===== src/logic/fetch_pkg.sv =====
`default_nettype none

package fetch_pkg;

    typedef logic [31:0] addr_t;   // Byte address
    typedef logic [31:0] word_t;   // Memory word

    // One buffered halfword, tagged with the error flag of the word it came from
    typedef struct packed {
        logic        err;
        logic [15:0] half;
    } half_entry_t;

    typedef logic [1:0] depth_t;   // Halfwords held, 0 to 3

    // Low bits of a 32-bit instruction
    localparam logic [1:0] len32_code = 2'b11;

    localparam depth_t depth_full = 2'd3;   // Buffer capacity in halfwords
    localparam addr_t  word_step  = 32'd4;  // Sequential fetch stride

endpackage

`default_nettype wire


===== src/logic/fetch_rsp_if.sv =====
`timescale 1ns/1ps
`default_nettype none

// Accepted memory responses on their way to the fetch buffer
interface fetch_rsp_if import fetch_pkg::*; ();

    logic  rsp_4byte;   // Whole word valid
    logic  rsp_2byte;   // Only the upper halfword is wanted
    logic  rsp_err;     // Bus error on this word
    word_t rsp_data;
    logic  rsp_ready;   // Buffer takes the word this cycle

    modport source (
        output rsp_4byte,
        output rsp_2byte,
        output rsp_err,
        output rsp_data,
        input  rsp_ready
    );

    modport sink (
        input  rsp_4byte,
        input  rsp_2byte,
        input  rsp_err,
        input  rsp_data,
        output rsp_ready
    );

endinterface

`default_nettype wire


===== src/logic/fetch_request.sv =====
`timescale 1ns/1ps
`default_nettype none

module fetch_request import fetch_pkg::*; #(
    parameter addr_t       reset_pc        = 32'h0000_0000,
    parameter int unsigned max_outstanding = 2
) (
    input  logic        g_clk,
    input  logic        arst_n,

    input  logic        redirect_valid,
    input  addr_t       redirect_pc,

    output logic        mem_req_valid,
    output addr_t       mem_req_addr,
    input  logic        mem_req_ready,

    input  logic        mem_rsp_valid,
    input  word_t       mem_rsp_data,
    input  logic        mem_rsp_err,
    output logic        mem_rsp_ready,

    fetch_rsp_if.source rsp
);

    localparam int cnt_w = $clog2(max_outstanding + 1);

    typedef logic [cnt_w-1:0] cnt_t;

    localparam cnt_t max_cnt = cnt_t'(max_outstanding);

    addr_t next_addr;   // Word address of the next read
    cnt_t  out_cnt;     // Reads issued and not yet answered
    cnt_t  out_cnt_n;
    cnt_t  stale_cnt;   // Answers still owed to the old path
    logic  run;         // Held low until the first cycle out of reset
    logic  half_pend;   // Next forwarded word starts at its upper half
    logic  req_fire;
    logic  rsp_fire;
    logic  fwd;

    assign mem_req_valid = run && (out_cnt < max_cnt);
    assign mem_req_addr  = next_addr;
    assign req_fire      = mem_req_valid && mem_req_ready;

    // A word arriving with a redirect belongs to the old path as well
    assign fwd = mem_rsp_valid && (out_cnt != '0) && (stale_cnt == '0) && !redirect_valid;

    // Stale words are swallowed without waiting on the buffer
    assign mem_rsp_ready = (out_cnt != '0) &&
                           ((stale_cnt != '0) || redirect_valid || rsp.rsp_ready);
    assign rsp_fire      = mem_rsp_valid && mem_rsp_ready;

    assign out_cnt_n = out_cnt + cnt_t'(req_fire) - cnt_t'(rsp_fire);

    assign rsp.rsp_4byte = fwd && !half_pend;
    assign rsp.rsp_2byte = fwd &&  half_pend;
    assign rsp.rsp_err   = mem_rsp_err;
    assign rsp.rsp_data  = mem_rsp_data;

    always_ff @(posedge g_clk or negedge arst_n) begin
        if (!arst_n) begin
            run       <= 1'b0;
            next_addr <= {reset_pc[31:2], 2'b00};
            out_cnt   <= '0;
            stale_cnt <= '0;
            half_pend <= reset_pc[1];
        end else begin
            run     <= 1'b1;
            out_cnt <= out_cnt_n;
            if (redirect_valid) begin
                // An unaccepted request to the old path is abandoned here
                next_addr <= {redirect_pc[31:2], 2'b00};
                stale_cnt <= out_cnt_n;        // Everything in flight is now stale
                half_pend <= redirect_pc[1];   // Odd halfword target
            end else begin
                if (req_fire) begin
                    next_addr <= next_addr + word_step;
                end
                if (rsp_fire && (stale_cnt != '0)) begin
                    stale_cnt <= stale_cnt - cnt_t'(1);
                end
                if (rsp_fire && fwd) begin
                    half_pend <= 1'b0;   // Only the first word after the jump
                end
            end
        end
    end

endmodule

`default_nettype wire


===== src/logic/fetch_buffer.sv =====
`timescale 1ns/1ps
`default_nettype none

module fetch_buffer import fetch_pkg::*; (
    input  logic        g_clk,
    input  logic        arst_n,
    input  logic        flush,

    fetch_rsp_if.sink   rsp,

    output depth_t      buf_depth,
    output half_entry_t buf_lo,
    output half_entry_t buf_hi,
    output logic        buf_valid,
    output logic        buf_len4,
    input  logic        buf_ready
);

    half_entry_t slot   [3];   // Slot 0 is the oldest halfword
    half_entry_t slot_n [3];
    depth_t      depth;
    depth_t      depth_n;
    half_entry_t in_lo;
    half_entry_t in_hi;
    logic        load4;
    logic        load2;
    logic        show_2;       // 16-bit instruction ready at the head
    logic        show_4;       // 32-bit instruction ready at the head
    logic        eat_2;
    logic        eat_4;

    assign in_lo = {rsp.rsp_err, rsp.rsp_data[15:0]};
    assign in_hi = {rsp.rsp_err, rsp.rsp_data[31:16]};

    assign load4 = rsp.rsp_4byte && rsp.rsp_ready;
    assign load2 = rsp.rsp_2byte && rsp.rsp_ready;

    assign buf_len4 = slot[0].half[1:0] == len32_code;
    assign show_2   = (depth != '0) && !buf_len4;
    assign show_4   = (depth >= 2'd2) && buf_len4;
    assign eat_2    = show_2 && buf_ready;
    assign eat_4    = show_4 && buf_ready;

    assign buf_valid = show_2 || show_4;
    assign buf_depth = depth;
    assign buf_lo    = slot[0];
    assign buf_hi    = slot[1];

    // Room for a whole word after this cycle's consume
    assign rsp.rsp_ready = (depth < 2'd2) ||
                           ((depth == 2'd2) && (eat_2 || eat_4)) ||
                           ((depth == depth_full) && eat_4);

    always_comb begin
        slot_n  = slot;   // Hold by default
        depth_n = depth;

        case (depth)
            2'd0: begin
                if (load4) begin
                    slot_n[0] = in_lo;
                    slot_n[1] = in_hi;
                    depth_n   = 2'd2;
                end else if (load2) begin   // Only right after a flush
                    slot_n[0] = in_hi;
                    depth_n   = 2'd1;
                end
            end
            2'd1: begin
                if (load4 && eat_2) begin
                    slot_n[0] = in_lo;
                    slot_n[1] = in_hi;
                    depth_n   = 2'd2;
                end else if (load4) begin   // Top half of a 32-bit instruction arrives
                    slot_n[1] = in_lo;
                    slot_n[2] = in_hi;
                    depth_n   = 2'd3;
                end else if (eat_2) begin
                    depth_n   = 2'd0;
                end
            end
            2'd2: begin
                if (load4 && eat_4) begin
                    slot_n[0] = in_lo;
                    slot_n[1] = in_hi;
                end else if (load4 && eat_2) begin
                    slot_n[0] = slot[1];
                    slot_n[1] = in_lo;
                    slot_n[2] = in_hi;
                    depth_n   = 2'd3;
                end else if (eat_4) begin
                    depth_n   = 2'd0;
                end else if (eat_2) begin
                    slot_n[0] = slot[1];
                    depth_n   = 2'd1;
                end
            end
            2'd3: begin
                if (load4 && eat_4) begin
                    slot_n[0] = slot[2];
                    slot_n[1] = in_lo;
                    slot_n[2] = in_hi;
                end else if (eat_4) begin
                    slot_n[0] = slot[2];
                    depth_n   = 2'd1;
                end else if (eat_2) begin
                    slot_n[0] = slot[1];
                    slot_n[1] = slot[2];
                    depth_n   = 2'd2;
                end
            end
        endcase
    end

    always_ff @(posedge g_clk or negedge arst_n) begin
        if (!arst_n) begin
            depth <= '0;
        end else if (flush) begin
            depth <= '0;   // Redirect drops everything held
        end else begin
            depth <= depth_n;
        end
    end

    always_ff @(posedge g_clk) begin
        slot <= slot_n;
    end

endmodule

`default_nettype wire


===== src/logic/fetch_issue.sv =====
`timescale 1ns/1ps
`default_nettype none

module fetch_issue import fetch_pkg::*; #(
    parameter addr_t reset_pc = 32'h0000_0000
) (
    input  logic        g_clk,
    input  logic        arst_n,

    input  logic        redirect_valid,
    input  addr_t       redirect_pc,

    input  depth_t      buf_depth,
    input  half_entry_t buf_lo,
    input  half_entry_t buf_hi,
    input  logic        buf_valid,
    input  logic        buf_len4,
    output logic        buf_ready,

    output logic        instr_valid,
    output word_t       instr_data,
    output addr_t       instr_pc,
    output logic        instr_len4,
    output logic        instr_err,
    input  logic        instr_ready
);

    addr_t pc;        // Address of the halfword at the buffer head
    logic  show_lo;   // Head slot holds real data
    logic  show_hi;   // Second slot is part of this instruction
    logic  fire;

    assign show_lo = buf_depth != '0;
    assign show_hi = buf_len4 && (buf_depth >= 2'd2);

    // Handshake ignored while a redirect flushes the buffer
    assign instr_valid = buf_valid && !redirect_valid;
    assign buf_ready   = instr_ready && !redirect_valid;
    assign fire        = instr_valid && instr_ready;

    assign instr_data = {show_hi ? buf_hi.half : 16'h0000,   // Zero for 16-bit
                         show_lo ? buf_lo.half : 16'h0000};
    assign instr_len4 = show_lo && buf_len4;
    assign instr_err  = show_lo && buf_lo.err;   // First halfword decides
    assign instr_pc   = pc;

    always_ff @(posedge g_clk or negedge arst_n) begin
        if (!arst_n) begin
            pc <= reset_pc;
        end else if (redirect_valid) begin
            pc <= redirect_pc;
        end else if (fire) begin
            pc <= pc + (buf_len4 ? addr_t'(4) : addr_t'(2));
        end
    end

endmodule

`default_nettype wire


===== src/logic/fetch_unit.sv =====
`timescale 1ns/1ps
`default_nettype none

module fetch_unit import fetch_pkg::*; #(
    parameter addr_t       reset_pc        = 32'h0000_0000,
    parameter int unsigned max_outstanding = 2
) (
    input  logic  g_clk,
    input  logic  arst_n,

    output logic  mem_req_valid,
    output addr_t mem_req_addr,
    input  logic  mem_req_ready,

    input  logic  mem_rsp_valid,
    input  word_t mem_rsp_data,
    input  logic  mem_rsp_err,
    output logic  mem_rsp_ready,

    input  logic  redirect_valid,   // Single-cycle pulse
    input  addr_t redirect_pc,

    output logic  instr_valid,
    output word_t instr_data,
    output addr_t instr_pc,
    output logic  instr_len4,
    output logic  instr_err,
    input  logic  instr_ready
);

    depth_t      buf_depth;
    half_entry_t buf_lo;
    half_entry_t buf_hi;
    logic        buf_valid;
    logic        buf_len4;
    logic        buf_ready;

    fetch_rsp_if rsp_if ();

    fetch_request #(
        .reset_pc        (reset_pc),
        .max_outstanding (max_outstanding)
    ) u_request (
        .g_clk          (g_clk),
        .arst_n         (arst_n),
        .redirect_valid (redirect_valid),
        .redirect_pc    (redirect_pc),
        .mem_req_valid  (mem_req_valid),
        .mem_req_addr   (mem_req_addr),
        .mem_req_ready  (mem_req_ready),
        .mem_rsp_valid  (mem_rsp_valid),
        .mem_rsp_data   (mem_rsp_data),
        .mem_rsp_err    (mem_rsp_err),
        .mem_rsp_ready  (mem_rsp_ready),
        .rsp            (rsp_if.source)
    );

    fetch_buffer u_buffer (
        .g_clk     (g_clk),
        .arst_n    (arst_n),
        .flush     (redirect_valid),   // Redirect clears held halfwords
        .rsp       (rsp_if.sink),
        .buf_depth (buf_depth),
        .buf_lo    (buf_lo),
        .buf_hi    (buf_hi),
        .buf_valid (buf_valid),
        .buf_len4  (buf_len4),
        .buf_ready (buf_ready)
    );

    fetch_issue #(
        .reset_pc (reset_pc)
    ) u_issue (
        .g_clk          (g_clk),
        .arst_n         (arst_n),
        .redirect_valid (redirect_valid),
        .redirect_pc    (redirect_pc),
        .buf_depth      (buf_depth),
        .buf_lo         (buf_lo),
        .buf_hi         (buf_hi),
        .buf_valid      (buf_valid),
        .buf_len4       (buf_len4),
        .buf_ready      (buf_ready),
        .instr_valid    (instr_valid),
        .instr_data     (instr_data),
        .instr_pc       (instr_pc),
        .instr_len4     (instr_len4),
        .instr_err      (instr_err),
        .instr_ready    (instr_ready)
    );

endmodule

`default_nettype wire


===== config.mk =====
export PLATFORM = sky130hd
export DESIGN_NAME = fetch_unit
export DESIGN_NICKNAME = d
export VERILOG_FILES = /design/src/logic/fetch_pkg.sv /design/src/logic/fetch_rsp_if.sv /design/src/logic/fetch_request.sv /design/src/logic/fetch_buffer.sv /design/src/logic/fetch_issue.sv /design/src/logic/fetch_unit.sv
export SDC_FILE = /design/constraint.sdc
export NUM_CORES = 1
export LEC_CHECK = 0
export ABC_AREA = 1
export BUFFER_PORTS_ARGS = -buffer_cell sky130_fd_sc_hd__buf_4
export CAP_MARGIN = 20
export CORE_ASPECT_RATIO = 0.6
export CORE_MARGIN = 2
export CORE_UTILIZATION = 53
export CTS_CLUSTER_SIZE = 12
export DETAILED_ROUTE_END_ITERATION = 6
export GPL_ROUTABILITY_DRIVEN = 0
export PLACE_DENSITY_LB_ADDON = 0.2
export SLEW_MARGIN = 20
export SYNTH_ARGS = -nofsm -noshare
export SYNTH_HDL_FRONTEND = slang
export SYNTH_SLANG_ARGS = --single-unit

===== constraint.sdc =====
create_clock -name g_clk -period 3.4 [get_ports g_clk]
set_clock_uncertainty 0.1 [all_clocks]
set_input_delay 0.17 -clock g_clk [delete_from_list [all_inputs] [get_ports g_clk]]
set_output_delay 0.17 -clock g_clk [all_outputs]
set_load 0.1 [all_outputs]

==> results.md <==
* Vias in the first global route at 8927
* Synthesized area at 0.008582 mm^2
* Clock power frac at 20.7%
* Sequential Area at between 0.003 and 0.004 mm^2
* GRT Util Overall at 35.44%
* Synth Instances at 1257
* Cell taking the most area after synthesis: dfrtp_1
* Area grow syn2layout at 27.98%
* Buffers & Inverters on Critical Path at 1
* Tot Pwr at 9.094 mW
* Lkg Pwr at approximately 5.3 nW
* Hold_buf cts at 36
* Tmin final at 2.836 ns
* CP max stage delay at 0.44 ns
* Area of the multi-input gates at 0.004392 mm^2
* Family with the most delay on the worst path: simple AND/OR/NAND/NOR gates
* Number of DRC markers in iteration 0 at 1249
* Clock transition at path regs at 0.06 ns
* Outcome: finished, final reports clean
* Sw Ratio at around 52%
* Maximum vdd drop at 449.1 uV
* PwrDens at 828.0 mW/mm^2
* Max Fclk at roughly 350 MHz
* Placed cells at 1596
* Register bit total from synthesis at 121
* Cts bufs inserted at 17
* Sink Count at 121
* Fin area at 0.01098 mm^2
* CTS tree: yes
* Max_slew headroom at 39.24%
* Clk buf depth at 2
* # Max-Cap Violations at 0
* Non-filler instance count after layout at 1668
* Clock Root Buffer: clkbuf_16
* Routed Antenna Nets at 0
* Top-count cell post-synth: nand2_1
* Worst EP arrival at around 3.0 ns
* Vias per inst at slightly below 6
* Resized Gates After CTS at 0
* Die X at 168.3 um
* Starting Density at roughly 55%
* Total die area at 0.01726 mm^2
* Final WL at 30040 um
* Pins Over Slew Limit at 0
* Post-synth top cells: 333 x nand2_1, 161 x inv_1, 141 x nor2_1
* RSZ-0062 raised after global routing: false
* Power share of the combinational group at 53.6%
* PnR worst setup slack at 0.5638 ns
* Min Hold Slack at 0.01773 ns
* Final Net Count at 1526
* Detailed placer's ending HPWL at 21510 um
* Internal power at 4.338 mW
* Clock Latency Late Sink at between 0.4 and 0.5 ns
* Util after Layout at around 70%
* DR pass1 iterations at 6
* Pre-CTS setup slack at 0.5986 ns
* Synth top area share at 20.41%
* Total number of vias at 9721
* Largest net degree at the start of global routing at 71
* Core Area at between 0.015 and 0.02 mm^2
* Post-synth EDFFs at 51
* Crit end category: register
* Cell row count at 35
* Top cell by count, worst path: nand2_1
* FFs w/ async S/R, synth at 57.85%
* Die height at 102.6 um
* CP max FO at 7
* Synth top area cells: dfrtp_1 20%, edfxtp_1 18%, nand2_1 15%
* Period Utilization, post-route at 83.42%
* First-pass GRT wire length at 46940 um
* Register share of total power at 25.6%
* Hold crit path type: input pin to register
* Worst slew pin tran at slightly above 0.9 ns
* DRC viols at 0
* Sequential fraction of the synthesis area at 38.26%
* Synth Flop Type: dfrtp_1
* Wire length per cell at 18.01 um
* Filler cells at 1300
* Final Hold Viols at 0
* Netlist cell types at 39
* Req. time, crit path at 3.60 ns
* CTS H-tree depth at 4
* Psw at 4.757 mW
* GRT Residual Overflow at 0
* Layout cells sized above 1 at between 10% and 20%
* Yosys warns at 0
* CP Launch Type: register
* Setup_tns at 0 ns
* # IOs at ~170
* Initial antenna violation count at 1
* Crit-path cells: nand2_1 > ha_1 > inv_1 > fa_1 > nor2_1 > nand2_1 > nor2_1 > nand2_1 > nor3_1 > and2_1 > o21ai_0
* Mean Syn Cell Area at between 6 and 7 um^2
* Finish-stage setup viols at 0
* I/O Buffers at 169
* Post-DP Area at around 0.01 mm^2
* Postcts setup bufs at 0
* CP max-delay cell: fa_1
* CP Class: register to register
[worst min-delay path: cells and delay by family]
family        cells  cell delay (ns)
simple gates      2             0.25
buf+inv           1             0.07
[sequential cells by signal, summed over array words and instances (netlist names)]
| signal | cells |
|---|---|
| u_buffer.buf_hi | 17 |
| u_buffer.buf_lo | 17 |
| u_request.mem_req_addr | 30 |
| u_request.half_pend | 1 |
| u_request.run | 1 |
| u_issue.instr_pc | 32 |
| u_request.out_cnt | 2 |
| u_buffer.slot | 17 |
| u_request.stale_cnt | 2 |
| u_buffer.buf_depth | 2 |
[cells in the final DEF (no fill, tap or decap), types with 3 or more instances in the layout]
master and n:
nand2_2 3, nand2_1 333, a21boi_0 10, nand3_1 137, o31ai_1 3, diode_2 4, nand3_2 4, a21oi_1 47
buf_4 193, inv_1 161, o211ai_1 17, xnor2_1 10, ha_1 6, o22ai_1 16, o21ai_0 29, nor2_1 140
clkbuf_16 17, xor2_1 20, a31oi_1 4, nand4_1 80, clkbuf_1 4, clkinv_1 8, nor3_1 29, dlygate4sd3_1 36
edfxtp_1 51, inv_2 6, conb_1 3, dfrtp_1 70, bufinv_16 4
[kinds of logic after synthesis]
family                   Yosys count  share of synthesized area (%)
adder cells (fa/ha/maj)            7                          1.108
AND/OR/NAND/NOR                  735                          37.75
AO/OA/AOI/OAI                    133                          9.098
other                              2                        0.08751
buffers and inverters            229                          10.64
flip-flops                       121                          38.26
XOR/XNOR                          30                          3.062
[area by class of cell]
cell class,count,area share [%]
Sequential cell,121,29.89
Timing Repair Buffer,229,16.47
Multi-Input combinational cell,908,39.99
Clock buffer,21,4.010
Tap cell,203,2.313
Inverter,171,5.844
Clock inverter,11,1.390
Antenna cell,4,0.09114
[worst paths after layout]
path                       cells after the start                             from                                      to  slack [ns]
hold reg to reg                                2  u_issue.instr_pc[0]$_DFFE_PN0P_         u_issue.instr_pc[0]$_DFFE_PN0P_        0.43
setup reg to reg                              11     u_buffer.buf_lo[0]$_DFFE_PP_        u_issue.instr_pc[25]$_DFFE_PN0N_        0.56
min in group asynchronous                      2                           arst_n  u_request.mem_req_addr[26]$_DFFE_PN0N_        0.29
setup / recovery                              11     u_buffer.buf_lo[0]$_DFFE_PP_        u_issue.instr_pc[25]$_DFFE_PN0N_        0.56
hold / removal                                 3                  redirect_pc[24]  u_request.mem_req_addr[24]$_DFFE_PN0N_        0.02
max in group asynchronous                      2                           arst_n         u_issue.instr_pc[2]$_DFFE_PN0N_        2.28
[per-layer routing]
layer  share of wire [%]  GRT usage (%)
met5                   0              0
met4                 1.7          10.41
met3                  16          11.94
met2                  38          47.48
met1                  44          53.67
[power by group through the flow]
stage                     Sequential [mW]  Combinational, mW  Clock [mW]
after global routing                 2.38               5.17        1.94
after floorplan                      3.21               2.69           0
after global placement               2.33               4.73           0
after detailed placement             2.34               4.75           0
after CTS                            2.32               4.81        1.88
final                                2.33               4.88        1.89
Note: power is estimated with default switching activity, not from simulation.
